<file path="src/rtl/busPkg.sv">
`default_nettype none

package busPkg;

    typedef logic [31:0] word_t;

    // byte address, bits 1:0 always zero
    typedef logic [31:0] addr_t;

    // picks core 0 or core 1
    typedef logic coreSel_t;

    typedef enum logic [2:0] {
        opNone,
        opFetch,
        opSnoop,
        opFlush,
        opFill,
        opWriteBack
    } busOp_t;

    // from one core to the controller
    typedef struct packed {
        logic  iREN;
        addr_t iaddr;
        logic  dREN;
        logic  dWEN;
        addr_t daddr;
        word_t dstore;
        logic  ccwrite;
        logic  cctrans;
    } cacheReq_t;

    // from the controller back to one core
    typedef struct packed {
        logic  iwait;
        word_t iload;
        logic  dwait;
        word_t dload;
        logic  ccwait;
        logic  ccinv;
        addr_t ccsnoopaddr;
    } cacheRsp_t;

endpackage

`default_nettype wire

</file>
<file path="src/rtl/ramPkg.sv">
`default_nettype none

package ramPkg;

    typedef enum logic [1:0] {
        ramFree,
        ramBusy,
        ramAccess,
        ramError
    } ramState_t;

    // one word request, held until ramAccess
    typedef struct packed {
        logic          ramREN;
        logic          ramWEN;
        busPkg::addr_t ramaddr;
        busPkg::word_t ramstore;
    } ramReq_t;

endpackage

`default_nettype wire

</file>
<file path="src/rtl/busController.sv">
`timescale 1ns/1ps
`default_nettype none

module busController #(
    parameter int BlockWords = 2
) (
    input  wire                    CLK,
    input  wire                    nRST,
    input  wire busPkg::cacheReq_t cacheReq [2],
    output busPkg::cacheRsp_t      cacheRsp [2],
    output ramPkg::ramReq_t        ramReq,
    input  wire ramPkg::ramState_t ramState,
    input  wire busPkg::word_t     ramload
);

    localparam int IdxW = (BlockWords > 1) ? $clog2(BlockWords) : 1;

    busPkg::busOp_t   op;
    busPkg::coreSel_t owner;
    logic             start;
    logic             step;
    logic             writeMiss;
    logic [IdxW-1:0]  wordIdx;
    logic             lastWord;

    coherenceFsm i_fsm (
        .CLK       (CLK),
        .nRST      (nRST),
        .cacheReq  (cacheReq),
        .ramState  (ramState),
        .lastWord  (lastWord),
        .op        (op),
        .owner     (owner),
        .start     (start),
        .step      (step),
        .writeMiss (writeMiss)
    );

    wordCounter #(.BlockWords(BlockWords)) i_counter (
        .CLK      (CLK),
        .nRST     (nRST),
        .start    (start),
        .step     (step),
        .wordIdx  (wordIdx),
        .lastWord (lastWord)
    );

    ramPortMux #(.BlockWords(BlockWords)) i_ramMux (
        .op       (op),
        .owner    (owner),
        .wordIdx  (wordIdx),
        .cacheReq (cacheReq),
        .ramReq   (ramReq)
    );

    cacheResponder #(.BlockWords(BlockWords)) i_responder (
        .op        (op),
        .owner     (owner),
        .writeMiss (writeMiss),
        .wordIdx   (wordIdx),
        .ramState  (ramState),
        .ramload   (ramload),
        .cacheReq  (cacheReq),
        .cacheRsp  (cacheRsp)
    );

endmodule

`default_nettype wire

</file>
<file path="src/rtl/cacheResponder.sv">
`timescale 1ns/1ps
`default_nettype none

module cacheResponder #(
    parameter int BlockWords = 2,
    localparam int IdxW = (BlockWords > 1) ? $clog2(BlockWords) : 1
) (
    input  wire busPkg::busOp_t    op,
    input  wire busPkg::coreSel_t  owner,
    input  wire                    writeMiss,
    input  wire [IdxW-1:0]         wordIdx,
    input  wire ramPkg::ramState_t ramState,
    input  wire busPkg::word_t     ramload,
    input  wire busPkg::cacheReq_t cacheReq [2],
    output busPkg::cacheRsp_t      cacheRsp [2]
);

    localparam busPkg::addr_t IdxMask = busPkg::addr_t'((BlockWords - 1) << 2);

    logic [1:0]    isOwner;
    logic [1:0]    isPeer;
    logic          ramDone;
    logic          dataDone;
    logic          peerHeld;
    busPkg::addr_t blockBase;
    busPkg::addr_t snoopAddr;

    assign isOwner   = owner ? 2'b10 : 2'b01;
    assign isPeer    = ~isOwner;
    assign ramDone   = (ramState == ramPkg::ramAccess);
    assign dataDone  = ramDone && (op inside {busPkg::opFill, busPkg::opWriteBack});
    assign blockBase = cacheReq[owner].daddr & ~IdxMask;

    // peer stays stalled through snoop and flush, and through a write-miss fill
    assign peerHeld = (op inside {busPkg::opSnoop, busPkg::opFlush})
                   || (op == busPkg::opFill && writeMiss);

    // flush walks the block word by word
    assign snoopAddr = (op == busPkg::opFlush)
                     ? (blockBase | (busPkg::addr_t'(wordIdx) << 2))
                     : blockBase;

    always_comb begin
        for (int c = 0; c < 2; c++) begin
            cacheRsp[c] = '0;
            cacheRsp[c].iwait = cacheReq[c].iREN
                && !(isOwner[c] && op == busPkg::opFetch && ramDone);
            cacheRsp[c].dwait = (cacheReq[c].dREN || cacheReq[c].dWEN)
                && !(isOwner[c] && dataDone);
            if (isOwner[c] && op == busPkg::opFetch) begin
                cacheRsp[c].iload = ramload;
            end
            if (isOwner[c] && op == busPkg::opFill) begin
                cacheRsp[c].dload = ramload;
            end
            if (isPeer[c] && peerHeld) begin
                cacheRsp[c].ccwait      = 1'b1;
                cacheRsp[c].ccinv       = (op == busPkg::opFill);
                cacheRsp[c].ccsnoopaddr = snoopAddr;
            end
        end
    end

endmodule

`default_nettype wire

</file>
<file path="src/rtl/coherenceFsm.sv">
`timescale 1ns/1ps
`default_nettype none

module coherenceFsm (
    input  wire                       CLK,
    input  wire                       nRST,
    input  wire busPkg::cacheReq_t    cacheReq [2],
    input  wire ramPkg::ramState_t    ramState,
    input  wire                       lastWord,
    output busPkg::busOp_t            op,
    output busPkg::coreSel_t          owner,
    output logic                      start,
    output logic                      step,
    output logic                      writeMiss
);

    typedef enum logic [2:0] {
        idle,
        snoop,
        flush,
        fill,
        fetch,
        writeBack
    } fsmState_t;

    fsmState_t        state;
    fsmState_t        nextState;
    busPkg::coreSel_t grantCore;
    busPkg::coreSel_t peer;
    logic             grantWrite;
    logic [1:0]       dataReq;
    logic             ramDone;
    logic             blockPhase;

    assign dataReq[0] = cacheReq[0].dREN || cacheReq[0].dWEN;
    assign dataReq[1] = cacheReq[1].dREN || cacheReq[1].dWEN;
    assign peer       = ~owner;
    assign ramDone    = (ramState == ramPkg::ramAccess);
    assign blockPhase = state inside {flush, fill, writeBack};

    always_comb begin
        nextState  = state;
        grantCore  = owner;
        grantWrite = 1'b0;
        case (state)
            idle: begin
                // data before instruction, core 0 before core 1
                if (dataReq != 2'b00) begin
                    grantCore  = dataReq[0] ? 1'b0 : 1'b1;
                    nextState  = cacheReq[grantCore].dWEN ? writeBack : snoop;
                    grantWrite = cacheReq[grantCore].ccwrite && !cacheReq[grantCore].dWEN;
                end else if (cacheReq[0].iREN || cacheReq[1].iREN) begin
                    grantCore = cacheReq[0].iREN ? 1'b0 : 1'b1;
                    nextState = fetch;
                end
            end
            snoop: begin
                // peer owns the block modified
                nextState = cacheReq[peer].cctrans ? flush : fill;
            end
            flush: begin
                if (ramDone && lastWord) begin
                    nextState = fill;
                end
            end
            fill, writeBack: begin
                if (ramDone && lastWord) begin
                    nextState = idle;
                end
            end
            fetch: begin
                if (ramDone) begin
                    nextState = idle;
                end
            end
            default: nextState = idle;
        endcase
    end

    always_ff @(posedge CLK or negedge nRST) begin
        if (!nRST) begin
            state     <= idle;
            owner     <= 1'b0;
            writeMiss <= 1'b0;
        end else begin
            state <= nextState;
            if (state == idle && nextState != idle) begin
                owner     <= grantCore;
                writeMiss <= grantWrite;
            end
        end
    end

    // counter is cleared on the edge that enters a block phase
    assign start = (nextState != state) && (nextState inside {flush, fill, writeBack});
    assign step  = blockPhase && ramDone;

    always_comb begin
        case (state)
            snoop:     op = busPkg::opSnoop;
            flush:     op = busPkg::opFlush;
            fill:      op = busPkg::opFill;
            fetch:     op = busPkg::opFetch;
            writeBack: op = busPkg::opWriteBack;
            default:   op = busPkg::opNone;
        endcase
    end

endmodule

`default_nettype wire

</file>
<file path="src/rtl/ramPortMux.sv">
`timescale 1ns/1ps
`default_nettype none

module ramPortMux #(
    parameter int BlockWords = 2,
    localparam int IdxW = (BlockWords > 1) ? $clog2(BlockWords) : 1
) (
    input  wire busPkg::busOp_t    op,
    input  wire busPkg::coreSel_t  owner,
    input  wire [IdxW-1:0]         wordIdx,
    input  wire busPkg::cacheReq_t cacheReq [2],
    output ramPkg::ramReq_t        ramReq
);

    // word field of the byte address
    localparam busPkg::addr_t IdxMask = busPkg::addr_t'((BlockWords - 1) << 2);

    busPkg::coreSel_t peer;
    busPkg::addr_t    wordAddr;

    assign peer     = ~owner;
    assign wordAddr = (cacheReq[owner].daddr & ~IdxMask)
                    | (busPkg::addr_t'(wordIdx) << 2);

    always_comb begin
        ramReq = '0;
        case (op)
            busPkg::opFetch: begin
                ramReq.ramREN  = 1'b1;
                ramReq.ramaddr = cacheReq[owner].iaddr;
            end
            busPkg::opFill: begin
                ramReq.ramREN  = 1'b1;
                ramReq.ramaddr = wordAddr;
            end
            busPkg::opFlush: begin
                // modified copy comes from the snooped core
                ramReq.ramWEN   = 1'b1;
                ramReq.ramaddr  = wordAddr;
                ramReq.ramstore = cacheReq[peer].dstore;
            end
            busPkg::opWriteBack: begin
                ramReq.ramWEN   = 1'b1;
                ramReq.ramaddr  = wordAddr;
                ramReq.ramstore = cacheReq[owner].dstore;
            end
            default: begin
                ramReq = '0;
            end
        endcase
    end

endmodule

`default_nettype wire

</file>
<file path="src/rtl/wordCounter.sv">
`timescale 1ns/1ps
`default_nettype none

module wordCounter #(
    parameter int BlockWords = 2,
    localparam int IdxW = (BlockWords > 1) ? $clog2(BlockWords) : 1
) (
    input  wire             CLK,
    input  wire             nRST,
    input  wire             start,
    input  wire             step,
    output logic [IdxW-1:0] wordIdx,
    output logic            lastWord
);

    localparam logic [IdxW-1:0] LastIdx = IdxW'(BlockWords - 1);

    assign lastWord = (wordIdx == LastIdx);

    always_ff @(posedge CLK or negedge nRST) begin
        if (!nRST) begin
            wordIdx <= '0;
        end else if (start) begin
            wordIdx <= '0;
        end else if (step) begin
            // wrap after the last word of the block
            wordIdx <= lastWord ? '0 : wordIdx + 1'b1;
        end
    end

endmodule

`default_nettype wire

</file>
<file path="config.mk">
export PLATFORM = sky130hd
export DESIGN_NAME = busController
export DESIGN_NICKNAME = d
export VERILOG_FILES = /design/src/rtl/busPkg.sv /design/src/rtl/ramPkg.sv /design/src/rtl/busController.sv /design/src/rtl/cacheResponder.sv /design/src/rtl/coherenceFsm.sv /design/src/rtl/ramPortMux.sv /design/src/rtl/wordCounter.sv
export SDC_FILE = /design/constraint.sdc
export NUM_CORES = 1
export LEC_CHECK = 0
export BUFFER_PORTS_ARGS = -buffer_cell sky130_fd_sc_hd__buf_2
export CORE_AREA = 2 2 196 198
export DETAILED_ROUTE_END_ITERATION = 16
export DIE_AREA = 0 0 198 200
export GPL_TIMING_DRIVEN = 0
export REMOVE_ABC_BUFFERS = 1
export SLEW_MARGIN = 20
export SYNTH_ARGS = -nofsm -noshare
export SYNTH_HDL_FRONTEND = slang
export SYNTH_SLANG_ARGS = --single-unit
</file>
<file path="constraint.sdc">
create_clock -name CLK -period 1.4 [get_ports CLK]
set_input_delay 0.14 -clock CLK [delete_from_list [all_inputs] [get_ports CLK]]
set_output_delay 0.14 -clock CLK [all_outputs]
set_load 0.01 [all_outputs]
</file>
# Yosys cells after proc, flatten, opt, wreduce, memory -nomap -nowiden
# Cells that the tools add are included.
# word_totals
wordCells	112
output_inout_bits	266
in_bits	238
ff_bits	6
# op_classes
order_cmp	3
addsub	1
bitwise	6
n_reduce_logical	44
eq_ne	15
muxes	39
# op_table
op	count
$mux W100	3
$mux W67	3
$mux W34	5
$mux W32	5
$pmux W32 S2	2
$or A32 B3 Y32	1
$pmux W3 S5	2
$logic_and A1 B1 Y1	21
$eq A3 B2 Y1 const B	6
$mux W3	6
$eq A3 B3 Y1 const B	5
$mux W1	12
$reduce_bool A2 Y1	5
$reduce_bool A3 Y1	3
$eq A3 B1 Y1 const B	2
$ge A2 B2 Y1 const B	3
$not A1 Y2	3
$reduce_or A2 Y1	3
$logic_not A1 Y1	5
$logic_or A1 B1 Y1	4
$logic_not A3 Y1	1
$ne A3 B3 Y1	1
$reduce_and A3 Y1	1
$reduce_or A3 Y1	1
other kinds (5)	5

# Longest topological paths before layout
# Gate-level depths: netlist of the first run.
# logic_depth
ltp_word	13
ltp_mapped	7
depth_no_buf	4

# By module
# Synthesis of the first run repeated with hierarchy kept, for this count alone.
# unflattened
hier_cells	622
area_unflattened_um2	4389.2
# modules_own_cells
module	cells_per_inst	instances	area_each_um2	seq_area_each_um2
ramPortMux	263	1	2143.3	0.0
cacheResponder	306	1	1771.7	0.0
coherenceFsm	49	1	429.2	125.1
wordCounter	4	1	45.0	25.0

# Worst setup path before layout of the first run
# OpenSTA, ideal clock, no wires.
# synth_timing
path_type	register to output
start	register i_fsm.state[1]
end	output port ramReq[46] in the netlist's numbering
required_time_ns	1.260
path_buffers	3
slack_ns	-0.196
arrival_time_ns	1.456
stages_incl_launch_ff	8
path_cell_list	dfrtp_1 buf_2 nand2b_4 nor3_1 buf_2 buf_2 a22oi_1 o21ai_0
# synth_lines
element	line	source
start: declaration	coherenceFsm.sv:26	fsmState_t state;
start signal: assignment	coherenceFsm.sv:82	state <= idle;
start signal: assignment	coherenceFsm.sv:86	state <= nextState;
end: declaration	busController.sv:11	output ramPkg::ramReq_t ramReq,

==> results of run 1 <==
stage by stage:
stage                     total power [mW]  setup slack [ns]  cells  util (%)
final                                 22.2            -0.713   1602      29.2
after floorplan                       5.44             -4.65    454         -
after global routing                  23.2            -0.781   1602      29.2
after global placement                6.94            -10.03   1466      16.8
after CTS                             15.7            -0.606   1553      22.2
after detailed placement              11.6             -2.02   1484      17.7
flip-flops by register name, indices dropped and copies added (netlist names):
name / cells
i_counter.lastWord: 1
i_fsm.owner: 1
i_fsm.state: 3
i_fsm.writeMiss: 1
placed cells by master, fill, tap and decap left out, types with 7 or more instances in the layout:
cell type,instances
sky130_fd_sc_hd__a21oi_1,7
sky130_fd_sc_hd__a221oi_1,7
sky130_fd_sc_hd__a221oi_2,50
sky130_fd_sc_hd__a221oi_4,7
sky130_fd_sc_hd__a22oi_1,11
sky130_fd_sc_hd__a22oi_2,20
sky130_fd_sc_hd__and2_1,10
sky130_fd_sc_hd__and2_4,180
sky130_fd_sc_hd__buf_12,28
sky130_fd_sc_hd__buf_16,10
sky130_fd_sc_hd__buf_2,308
sky130_fd_sc_hd__buf_4,24
sky130_fd_sc_hd__buf_6,226
sky130_fd_sc_hd__buf_8,17
sky130_fd_sc_hd__clkbuf_16,17
sky130_fd_sc_hd__mux2i_1,32
sky130_fd_sc_hd__nor2_1,31
sky130_fd_sc_hd__o21ai_1,20
sky130_fd_sc_hd__o21ai_2,10
worst paths after layout:
check,from,end,slack [ns],cells past startpoint
worst max-delay path,i_fsm.state[0]$_DFF_PN0_,ramReq[18],-0.71,6
worst min-delay path,cacheReq[167],i_fsm.writeMiss$_DFFE_PN0P_,0.18,2
worst max register to register,i_fsm.state[0]$_DFF_PN0_,i_fsm.writeMiss$_DFFE_PN0P_,-0.31,7
worst min register to register,i_fsm.writeMiss$_DFFE_PN0P_,i_fsm.writeMiss$_DFFE_PN0P_,0.57,2
max in group asynchronous,nRST,i_fsm.owner$_DFFE_PN0P_,0.94,2
min in group asynchronous,nRST,i_fsm.state[0]$_DFF_PN0_,0.28,2
kinds of logic (layout without fill, tap and decap cells):
| logic type | after synthesis | in the layout | synth area share (%) |
|---|---|---|---|
| other | 0 | 1 | 0 |
| and+or+nand+nor | 256 | 257 | 44.5 |
| buffers and inverters | 62 | 639 | 7.64 |
| AOI/OAI and AO/OA | 155 | 155 | 33.6 |
| DFF | 6 | 6 | 4.43 |
| muxes | 33 | 33 | 9.79 |
routing by layer:
layer	global-route usage [%]	vias up	share of wire, %
met5	0	-	0
met4	5.12	0	5.4
met3	1.86	104	7.5
met2	23.9	541	50
met1	16.5	3406	37
li1	-	3049	-
area by class of cell:
class | instances | area [µm²] | share of cell area, %
clock buffers | 4 | 78.8 | 0.723
diodes | 1 | 2.50 | 0.0229
inverters | 4 | 31.3 | 0.287
repair inverters | 1 | 8.76 | 0.0803
flip-flops and latches | 6 | 160 | 1.47
well taps | 511 | 639 | 5.86
multi-input cells | 445 | 4200 | 38.5
repair buffers | 630 | 5780 | 53.0
power breakdown:
group | total [mW] | internal [mW] | leakage, nW | switching (mW)
logic | 21.2 | 11.0 | 5.12 | 10.3
registers | 0.449 | 0.280 | 0.0700 | 0.169
clock network | 0.501 | 0.380 | 0.0382 | 0.121
total | 22.2 | 11.6 | 5.22 | 10.6
worst max-delay path: stages (launching register included):
cell and delay [ns]:
sky130_fd_sc_hd__dfrtp_4 0.54, sky130_fd_sc_hd__and3b_4 0.30, sky130_fd_sc_hd__buf_6 0.16, sky130_fd_sc_hd__buf_8 0.14, sky130_fd_sc_hd__a221oi_2 0.34, sky130_fd_sc_hd__nor2_1 0.09
sky130_fd_sc_hd__buf_2 0.15
what timing repair did:
| item | 4_1_cts | 5_1_grt |
|---|---|---|
| hold buffers | 1 | 0 |
| cloned | 15 | 21 |
| resized for setup | 199 | 460 |
| endpoints found under the setup margin | 272 | 271 |
| pin swaps | 46 | 114 |
| buffers inserted | 49 | 31 |
| hold endpoints to repair | 6 | 0 |
==> Flow_metrics.wiki, run 1 <==
{| class="wikitable"
! Metric !! Value
|-
| Arrival time reported for the critical path endpoint || 1.97 ns
|-
| Power per Cell Area || 2030 mW/mm²
|-
| Most used DFF post-synth || sky130_fd_sc_hd__dfrtp_1
|-
| Period minus WS final || 2.11 ns
|-
| Top cells by area in the synthesized netlist || sky130_fd_sc_hd__and2_1 35%, sky130_fd_sc_hd__a221oi_1 17%, sky130_fd_sc_hd__mux2i_1 9.5%
|-
| F_max || 0.473 GHz
|-
| Number of instances in the synthesized netlist || 512
|-
| Startpoint kind of the worst setup timing path || register
|-
| Portion of the post-synthesis area used by sequential elements || 4.43%
|-
| Die Y-Extent || 200 µm
|-
| Actual transition at the worst max-transition pin || between 0.3 and 0.4 ns
|-
| Area delta synth->final || 222%
|-
| Worst clock skew || 0.00403 ns
|-
| Pin count of the biggest net entering global routing || 30
|-
| Weighted congestion reported at the end of routability-driven placement || around 0.8
|-
| Clock tree from TritonCTS || yes
|-
| Cell type with the largest total area after synthesis || sky130_fd_sc_hd__and2_1
|-
| Setup violators final || 271
|-
| Total global routing track utilization || between 10% and 20%
|-
| Number of buffers on the longest clock path || 2
|-
| Endpoint type of the worst setup path || output port
|-
| Crit Path Max Fanout || 9
|-
| Post-DP HPWL || around 21,000 µm
|-
| Class of the most critical hold timing path || input pin to register
|-
| Die area || approximately 0.04 mm²
|-
| Number of antenna violations at the first check in global routing || 2
|-
| Number of max-capacitance violations reported || 0
|-
| Max Slew Vio Count || 0
|-
| Clock tree root buffer cell || sky130_fd_sc_hd__clkbuf_16
|-
| Drt initial violations || approximately 360
|-
| Warnings from Yosys || 0
|-
| Routed WL per cell || 23.2 µm
|-
| Required time worst endpoint || 1.26 ns
|-
| Mapped cell area || 0.00339 mm²
|-
| Source-to-sink clock delay at the later pin of the worst-skew pair || between 0.2 and 0.25 ns
|-
| Most common cell in the synthesized netlist || sky130_fd_sc_hd__and2_1
|-
| Share of the synthesized area in the top cell type || 35.1%
|-
| Wire length of the first global-routing pass || 39,200 µm
|-
| Worst path setup slack after routing || -0.713 ns
|-
| Die Wd || 198 µm
|-
| Via count of the first global-routing pass || approximately 6,000
|-
| Layout cell share with drive strength beyond 1 || 85.6%
|-
| Sink Count || 6
|-
| Peak supply drop || 1.01 mV
|-
| Row Count || 71
|-
| #FFs+latches synth || 6
|-
| Number of top-level design ports || between 500 and 600
|-
| Nets || 1,329
|-
| Antenna Violating Nets Remaining || 0
|-
| Share of synthesized flip-flops with an asynchronous set or reset || 100%
|-
| Vias per Instance || 4.43
|-
| Static leakage || 5.22 nW
|-
| Worst-case hold slack || 0.177 ns
|-
| Total clock buffers created by CTS || 3
|-
| Initial cell density of the core || a little under a tenth
|-
| Run status || finished, violations left
|-
| Count of endpoints failing hold in the final timing report || 0
|-
| Worst-case headroom to the max-slew limit || ~75%
|-
| Placed cell area || between 0.006 and 0.007 mm²
|-
| Unique masters post-synth || 40
|-
| Average size of a mapped cell || between 6 and 7 µm²
|-
| Detailed-routing iteration count for the pre-antenna-repair pass || 5
|-
| Count of H-tree levels built during CTS || 1
|-
| Clock-pin transition on the worst setup and hold timing paths || 0.04 ns
|-
| Final-layout setup total negative slack || -148.27 ns
|-
| Post-synth EDFFs || 0
|-
| Placeable core region || around 0.037 mm²
|-
| Total wire length || 37,100 µm
|-
| Number of buffer cells added on primary ports || around 500
|-
| Count of unresolved DRC violations after routing || 0
|-
| Vias after detailed routing || between 7,000 and 8,000
|-
| Kind of critical path || register to output port
|-
| Most frequent cells after synthesis || 190 x sky130_fd_sc_hd__and2_1, 64 x sky130_fd_sc_hd__a221oi_1, 38 x sky130_fd_sc_hd__nor2_1
|-
| Failing checks || setup timing
|-
| Period Utilization, post-route || 151%
|-
| Unrepaired setup endpoints after global routing || true
|-
| Global route total overflow || 0
|-
| Design area || 0.0109 mm²
|-
| Fill count || 3,714
|}
No activity file was read; power rests on OpenSTA's default activity.
==> run 2, diff against run 1 <==
ABC_AREA = 1   (was not set)
CORE_AREA = 2 2 193 195   (was 2 2 196 198)
DIE_AREA = 0 0 195 197   (was 0 0 198 200)
SETUP_SLACK_MARGIN = 0.4   (was not set)
==> Flow_metrics.wiki, run 2 <==
{| class="wikitable"
! Metric !! Value
|-
| Total global routing track utilization || 14.8% (+1.4 points)
|-
| Arrival time reported for the critical path endpoint || 1.90 ns (-0.07 ns)
|-
| Vias after detailed routing || 7,462 (+5.1%)
|-
| Failing checks || setup timing
|-
| CP top delay family || buffers and inverters
|-
| Clock tree from TritonCTS || yes
|-
| Period minus WS final || 2.04 ns (-0.0679 ns)
|-
| Pin count of the biggest net entering global routing || 65 (+120%)
|-
| Via count of the first global-routing pass || 6,224 (+2.9%)
|-
| Routed WL per cell || 20.5 µm (-12%)
|-
| Max reg flops || 3 (unchanged)
|-
| Fill count || 3,914 (+5.4%)
|-
| Row Count || 70 (-1.4%)
|-
| Period Utilization, post-route || 146% (-4.9 points)
|-
| Setup violators final || 269 (-0.74%)
|-
| Max Slew Vio Count || 0 (unchanged)
|-
| Required time worst endpoint || 1.26 ns (about the same)
|-
| Number of standard cells in the layout, taps in and fillers out || 1,706 (+6.5%)
|-
| Clock tree root buffer cell || sky130_fd_sc_hd__clkbuf_16
|-
| Weighted congestion reported at the end of routability-driven placement || 0.893 (+13%)
|-
| Share of the synthesized area in the top cell type || 24.7% (-10 points)
|-
| Worst path setup slack after routing || -0.645 ns (+0.0679 ns)
|-
| Cell type with the largest total area after synthesis || sky130_fd_sc_hd__nor2_1
|-
| Worst clock skew || 0.00790 ns (+0.00387 ns)
|-
| Mapped cell area || 0.00350 mm² (+3.3%)
|-
| Sink Count || 6 (unchanged)
|-
| Wire length of the first global-routing pass || 42,200 µm (+7.6%)
|-
| Final-layout setup total negative slack || -145.15 ns (+3.12 ns)
|-
| Nets || 1,476 (+11%)
|-
| Post-DP HPWL || 20,300 µm (-3.3%)
|-
| Share of synthesized flip-flops with an asynchronous set or reset || 100% (unchanged)
|-
| Most used cells in the layout excluding fill and tap cells || 448 x sky130_fd_sc_hd__buf_2, 111 x sky130_fd_sc_hd__nor2_1, 105 x sky130_fd_sc_hd__inv_1
|-
| Count of H-tree levels built during CTS || 1 (unchanged)
|-
| Count of endpoints failing hold in the final timing report || 0 (unchanged)
|-
| Number of buffer cells added on primary ports || 501 (unchanged)
|-
| Area delta synth->final || 171%
|-
| Unrepaired setup endpoints after global routing || true
|-
| Worst-case headroom to the max-slew limit || 68.7% (-6.2 points)
|-
| Top cells by area in the synthesized netlist || sky130_fd_sc_hd__nor2_1 25%, sky130_fd_sc_hd__a221oi_1 16%, sky130_fd_sc_hd__nand2_1 12%
|-
| Post-Route Utilization || 26.1% (-3.0 points)
|-
| Placeable core region || 0.0363 mm² (-3.0%)
|-
| Number of antenna violations at the first check in global routing || 7 (+5)
|-
| Average size of a mapped cell || 5.10 µm² (-23%)
|-
| Antenna Violating Nets Remaining || 0 (unchanged)
|-
| Detailed-routing iteration count for the pre-antenna-repair pass || 5 (unchanged)
|-
| Warnings from Yosys || 0 (unchanged)
|-
| Slowest stage cell, crit path || sky130_fd_sc_hd__dfrtp_4
|-
| Total wire length || 34,900 µm (-5.9%)
|-
| Number of buffers on the longest clock path || 2 (unchanged)
|-
| Kind of critical path || register to output port
|-
| Count of unresolved DRC violations after routing || 0 (unchanged)
|-
| Startpoint kind of the worst setup timing path || register
|-
| Run status || finished, violations left
|-
| Clock-pin transition on the worst setup and hold timing paths || 0.04 ns (about the same)
|-
| Layout cell share with drive strength beyond 1 || 65.9% (-20 points)
|-
| Most used DFF post-synth || sky130_fd_sc_hd__dfrtp_1
|-
| Initial cell density of the core || 9.65% (+0.60 points)
|-
| Stage delay of the slowest cell on the critical path || 0.43 ns (-0.11 ns)
|-
| Crit Path Max Fanout || 8 (-1)
|-
| Unique masters post-synth || 29 (-28%)
|-
| CP cell instances || buf_16, inv_16, buf_16, nor2_4, buf_12, buf_16, buf_12, inv_8, nor2_1, buf_2
|-
| Leading cell type in the layout, fill and taps excluded || sky130_fd_sc_hd__buf_2
|-
| Die Y-Extent || 197 µm (-1.5%)
|-
| Drt initial violations || 498 (+38%)
|-
| Post-synth EDFFs || 0 (unchanged)
|-
| Sequential cell area || 158 µm² (-1.6%)
|-
| Placed insts || 1,602 (+8.0%)
|-
| Power per Cell Area || 1950 mW/mm² (-4.2%)
|-
| WP buf/inv || 8 (+5)
|-
| Die Wd || 195 µm (-1.5%)
|-
| Placed cell area || 0.00635 mm² (-3.8%)
|-
| Number of instances in the synthesized netlist || 686 (+34%)
|-
| Total area of multi-input combinational cells || 0.00372 mm² (-11%)
|-
| Total clock buffers created by CTS || 3 (unchanged)
|-
| Actual transition at the worst max-transition pin || 0.469 ns (+0.0978 ns)
|-
| Most frequent cells after synthesis || 230 x sky130_fd_sc_hd__nor2_1, 111 x sky130_fd_sc_hd__nand2_1, 107 x sky130_fd_sc_hd__inv_1
|-
| Most common cell in the synthesized netlist || sky130_fd_sc_hd__nor2_1
|-
| Post-Place Worst Slack || -1.41 ns (+0.611 ns)
|-
| Peak supply drop || 0.992 mV (-1.9%)
|-
| Endpoint type of the worst setup path || output port
|-
| Global route total overflow || 0 (unchanged)
|-
| Number of top-level design ports || 504 (unchanged)
|-
| Static leakage || 5.10 nW (-2.4%)
|-
| Design area || 0.00948 mm² (-13%)
|-
| F_max || 0.489 GHz (+3.3%)
|-
| #FFs+latches synth || 6 (unchanged)
|-
| Portion of the post-synthesis area used by sequential elements || 4.29% (-0.14 points)
|-
| Vias per Instance || 4.37 (-1.3%)
|-
| Number of max-capacitance violations reported || 0 (unchanged)
|-
| Cell seen most often among critical-path stages || sky130_fd_sc_hd__buf_16
|-
| Class of the most critical hold timing path || input pin to asynchronous set/reset pin
|-
| Source-to-sink clock delay at the later pin of the worst-skew pair || 0.23 ns (about the same)
|-
| Top reg by flops || i_fsm.state
|-
| Die area || 0.0384 mm² (-3.0%)
|}
run 2: changes by cell type in the layout (fill, tap and decap cells not counted), sizes merged, moves of 10 or more:
cell / change
a22oi: -17
and2: -190
buf: -37
clkbuf: -10
inv: +117
mux2i: -32
nand2: +114
nand3: +26
nor2: +200
o211ai: +28
o21ai: -31
run 2: timing repair:
item | in CTS | in global routing
hold endpoints to repair | 6 | 0
pin swaps | 20 | 23
hold buffers | 1 | 0
setup buffers | 44 | 21
cloned | 23 | 10
resized for setup | 145 | 269
setup endpoints to repair | 272 | 272
run 2: area by class of cell:
class	instances	area share (%)
multi-input cells	517	39.3
well taps	468	6.18
flip-flops and latches	6	1.66
diodes	1	0.0264
repair buffers	584	44.2
repair inverters	11	2.01
inverters	115	5.85
clock buffers	4	0.832
run 2: worst paths after layout:
kind	from	end	slack (ns)	cells past startpoint
max	i_fsm.owner$_DFFE_PN0P_	cacheRsp[71]	-0.64	10
min	nRST	i_fsm.writeMiss$_DFFE_PN0P_	0.30	2
max reg2reg	i_fsm.state[1]$_DFF_PN0_	i_counter.lastWord$_DFFE_PN0P_	-0.39	12
min reg2reg	i_fsm.writeMiss$_DFFE_PN0P_	i_fsm.writeMiss$_DFFE_PN0P_	0.57	1
max in group asynchronous	nRST	i_fsm.state[1]$_DFF_PN0_	0.92	2
min in group CLK	cacheReq[102]	i_fsm.writeMiss$_DFFE_PN0P_	0.32	4
run 2: report_power, final:
part	leakage (nW)	switching, mW	internal, mW
logic	4.99	9.95	7.56
clock network	0.0382	0.116	0.380
registers	0.0711	0.183	0.282
total	5.10	10.2	8.23
run 2: routing by layer:
| metal | vias up | track usage [%] | routed length (µm) |
|---|---|---|---|
| met5 | - | 0 | 38 |
| met2 | 481 | 25.3 | 17100 |
| met1 | 3533 | 19.5 | 14200 |
| li1 | 3371 | - | - |
| met3 | 71 | 2.62 | 2620 |
| met4 | 6 | 3.42 | 936 |
run 2: cell families after synthesis:
family,count (synthesis),synth area share (%)
AO/OA/AOI/OAI,122,28.6
XOR/XNOR,1,0.250
buffers and inverters,172,21.9
flip-flops,6,4.29
multiplexers,1,0.322
AND/OR/NAND/NOR,384,44.6
run 2: through the flow:
step                      total power, mW  hold slack [ns]
after floorplan                      5.98           -0.156
after global placement               8.95          -0.0151
after detailed placement             10.3          -0.0130
after CTS                            15.5            0.321
after global routing                 19.5            0.350
final                                18.5            0.303
run 2: worst register-to-register path, cell delays in order, from the launching register on:
cell	delay (ns)
sky130_fd_sc_hd__dfrtp_2	0.50
sky130_fd_sc_hd__clkinv_4	0.12
sky130_fd_sc_hd__buf_6	0.14
sky130_fd_sc_hd__nand3_4	0.08
sky130_fd_sc_hd__buf_6	0.14
sky130_fd_sc_hd__o21ai_4	0.10
sky130_fd_sc_hd__buf_12	0.15
sky130_fd_sc_hd__nand2_2	0.09
sky130_fd_sc_hd__nand3_2	0.10
sky130_fd_sc_hd__nand2_1	0.08
sky130_fd_sc_hd__nand2_1	0.07
sky130_fd_sc_hd__nand2_1	0.08
sky130_fd_sc_hd__a21oi_2	0.05
==> run 3, diff against run 2 <==
PLACE_DENSITY = 0.43   (was not set)
SETUP_SLACK_MARGIN = not set   (was 0.4)
==> Flow_metrics.wiki, run 3 (synthesis results as in run 2) <==
{| class="wikitable"
! Metric !! Value
|-
| Startpoint of the tightest hold check path || cacheReq[201]
|-
| Beginning of the worst register-to-register path || i_fsm.state[2]$_DFF_PN0_
|-
| Max Slew Vio Count || 0 (unchanged)
|-
| Clock tree root buffer cell || sky130_fd_sc_hd__clkbuf_16
|-
| Die Wd || 195 µm (unchanged)
|-
| Kind of critical path || register to output port
|-
| Initial cell density of the core || 9.65% (unchanged)
|-
| Endpoint type of the worst setup path || output port
|-
| Setup slack, reg-to-reg || -0.41 ns (-0.02 ns)
|-
| Worst path setup slack after routing || -0.613 ns (+0.0318 ns)
|-
| Met1 WL || 12,200 µm (-14%)
|-
| Number of max-capacitance violations reported || 0 (unchanged)
|-
| Peak supply drop || 0.581 mV (-41%)
|-
| Clock tree from TritonCTS || yes
|-
| Class of the most critical hold timing path || input pin to register
|-
| Global route total overflow || 0 (unchanged)
|-
| Sink Count || 6 (unchanged)
|-
| Unrepaired setup endpoints after global routing || true
|-
| Die area || 0.0384 mm² (unchanged)
|-
| Final-layout setup total negative slack || -132.18 ns (+12.97 ns)
|-
| Antenna Violating Nets Remaining || 0 (unchanged)
|-
| Stage delay of the slowest cell on the critical path || 0.46 ns (+0.03 ns)
|-
| Number of buffers on the longest clock path || 2 (unchanged)
|-
| Hold path endpoint || i_fsm.owner$_DFFE_PN0P_
|-
| Total clock buffers created by CTS || 3 (unchanged)
|-
| Met3 Routed Length || 1870 µm (-29%)
|-
| Number of buffer cells added on primary ports || 501 (unchanged)
|-
| Startpoint kind of the worst setup timing path || register
|-
| Seq pwr share || 3.1% (+0.6 points)
|-
| Crit Path Max Fanout || 16 (+8)
|-
| Net switching power || 8.25 mW (-20%)
|-
| Internal Dissipation || 6.43 mW (-22%)
|-
| Clock-pin transition on the worst setup and hold timing paths || 0.03 ns (about the same)
|-
| Wire length of the first global-routing pass || 39,800 µm (-5.7%)
|-
| Count of unresolved DRC violations after routing || 0 (unchanged)
|-
| CP cell instances || inv_2, nand3_4, nand2_4, a21oi_4, buf_12, nor2_4, buf_12, inv_6, nor2_1, buf_2
|-
| Clock network fraction of design power || 3.2% (+0.5 points)
|-
| Row Count || 70 (unchanged)
|-
| Period minus WS final || 2.01 ns (-0.0318 ns)
|-
| Count of endpoints failing hold in the final timing report || 0 (unchanged)
|-
| Period Utilization, post-route || 144% (-2.3 points)
|-
| Top routing layer in use || met5
|-
| Arrival time reported for the critical path endpoint || 1.87 ns (-0.03 ns)
|-
| Number of antenna violations at the first check in global routing || 8 (+1)
|-
| Nets || 1,441 (-2.4%)
|-
| Setup violators final || 271 (+0.74%)
|-
| Post-Place Worst Slack || -1.42 ns (-0.00806 ns)
|-
| Sequential cell area || 158 µm² (unchanged)
|-
| Total wire length || 28,900 µm (-17%)
|-
| Placeable core region || 0.0363 mm² (unchanged)
|-
| WP buf/inv || 5 (-3)
|-
| Count of H-tree levels built during CTS || 1 (unchanged)
|-
| Slowest stage cell, crit path || sky130_fd_sc_hd__dfrtp_2
|-
| Fill count || 4,176 (+6.7%)
|-
| Layout cell share with drive strength beyond 1 || 54.4% (-11 points)
|-
| Detailed-routing iteration count for the pre-antenna-repair pass || 5 (unchanged)
|-
| Failing checks || setup timing
|-
| Post-DP HPWL || 20,300 µm (about the same)
|-
| Run status || finished, violations left
|-
| Required time worst endpoint || 1.26 ns (about the same)
|-
| Pin count of the biggest net entering global routing || 65 (unchanged)
|-
| Vias per Instance || 4.06 (-7.1%)
|-
| Drt initial violations || 362 (-27%)
|-
| Actual transition at the worst max-transition pin || 0.440 ns (-0.0290 ns)
|-
| Leading cell type in the layout, fill and taps excluded || sky130_fd_sc_hd__buf_2
|-
| Number of top-level design ports || 504 (unchanged)
|-
| Static leakage || 4.71 nW (-7.6%)
|-
| Switching share of power || 56.2% (+0.70 points)
|-
| CP top delay family || buffers and inverters
|-
| Vias after detailed routing || 6,799 (-8.9%)
|-
| Die Y-Extent || 197 µm (unchanged)
|-
| Via count of the first global-routing pass || 6,141 (-1.3%)
|-
| Most used cells in the layout excluding fill and tap cells || 495 x sky130_fd_sc_hd__buf_2, 220 x sky130_fd_sc_hd__nor2_1, 105 x sky130_fd_sc_hd__inv_1
|-
| Top reg by flops || i_fsm.state
|-
| Worst-case headroom to the max-slew limit || 70.7% (+1.9 points)
|-
| F_max || 0.497 GHz (+1.6%)
|-
| Routed WL per cell || 17.2 µm (-16%)
|-
| Total global routing track utilization || 13.8% (-1.1 points)
|-
| Power per Cell Area || 1900 mW/mm² (-2.3%)
|-
| Endpoint of the worst register-to-register path || i_counter.lastWord$_DFFE_PN0P_
|-
| Area delta synth->final || 120%
|-
| Hold path cells || 4
|-
| Total area of multi-input combinational cells || 0.00292 mm² (-21%)
|-
| Relative contribution of combinational cells to total power || 93.7% (-1.1 points)
|-
| Weighted congestion reported at the end of routability-driven placement || 0.777 (-13%)
|-
| Cell seen most often among critical-path stages || sky130_fd_sc_hd__buf_12
|-
| Max reg flops || 3 (unchanged)
|-
| Source-to-sink clock delay at the later pin of the worst-skew pair || 0.23 ns (about the same)
|-
| Number of cells traversed by the worst register-to-register path || 11 (-1)
|-
| Worst clock skew || 0.00225 ns (-0.00565 ns)
|-
| Met2 wire length || 14,100 µm (-18%)
|}
run 3: cell types whose count changed in the layout (fill, tap and decap cells not counted), sizes merged:
cell	previous run	this run
inv	122	120
nand2	120	112
buf	576	558
clkinv	4	0
o21ai	6	7
diode	1	4
clkbuf	8	4
run 3: final cells by class:
class / count / area share (%)
Inverter: 115 / 6.70
Tap cell: 468 / 7.60
Antenna cell: 4 / 0.130
Timing Repair Buffer: 562 / 43.9
Multi-Input combinational cell: 510 / 37.9
Clock buffer: 4 / 1.02
Sequential cell: 6 / 2.05
Timing Repair inverter: 5 / 0.682
run 3: how the worst max path moves through the flow:
| stage | start | end | cells after the start |
|---|---|---|---|
| CTS | i_fsm.state[1]$_DFF_PN0_ | cacheRsp[114] | 10 |
| detailed placement | i_fsm.owner$_DFFE_PN0P_ | cacheRsp[86] | 8 |
| global placement | i_fsm.owner$_DFFE_PN0P_ | cacheRsp[86] | 5 |
| global route | i_fsm.state[0]$_DFF_PN0_ | ramReq[2] | 6 |
| floorplan | i_fsm.owner$_DFFE_PN0P_ | cacheRsp[67] | 4 |
| finish | i_fsm.state[0]$_DFF_PN0_ | cacheRsp[112] | 10 |
run 3: timing repair:
action / 4_1_cts / 5_1_grt
hold buffers: 1 / 0
endpoints found under the setup margin: 269 / 271
pin swaps: 23 / 12
gates cloned: 13 / 0
endpoints found under the hold margin: 6 / 0
setup buffers: 49 / 1
gates resized for setup: 105 / 23
run 3: power by group through the flow:
stage | logic, mW | registers, mW | clock network, mW
after CTS | 13.6 | 0.444 | 0.481
after detailed placement | 9.82 | 0.596 | 0
after global routing | 14.8 | 0.472 | 0.497
final | 13.8 | 0.456 | 0.469
after global placement | 8.41 | 0.662 | 0
after floorplan | 5.39 | 0.590 | 0
run 3: routing by layer:
metal / GRT usage [%] / vias to the layer above
met5: 0 / -
met4: 4.10 / 4
met3: 2.14 / 30
met2: 23.6 / 350
met1: 17.8 / 3133
li1: - / 3282
run 3: worst reg2reg max path: cells and delay by family (launching register included):
| family | cells | cell delay [ns] |
|---|---|---|
| and+or+nand+nor | 2 | 0.13 |
| buffers and inverters | 6 | 0.77 |
| DFF | 1 | 0.46 |
| AOI/OAI and AO/OA | 2 | 0.21 |
| xor gates and xnor gates | 1 | 0.16 |
run 3: through the flow:
step	total power [mW]	hold WS (ns)	utilization [%]	cells	area (µm²)
6_report	14.7	0.276	21.3	1674	7710
4_1_cts	14.5	0.275	20.9	1669	7590
5_1_grt	15.8	0.305	21.2	1673	7700
3_3_place_gp	9.07	-0.0282	17.3	1598	6260
2_1_floorplan	5.98	-0.156	-	629	3170
3_5_place_dp	10.4	-0.0255	17.5	1602	6360
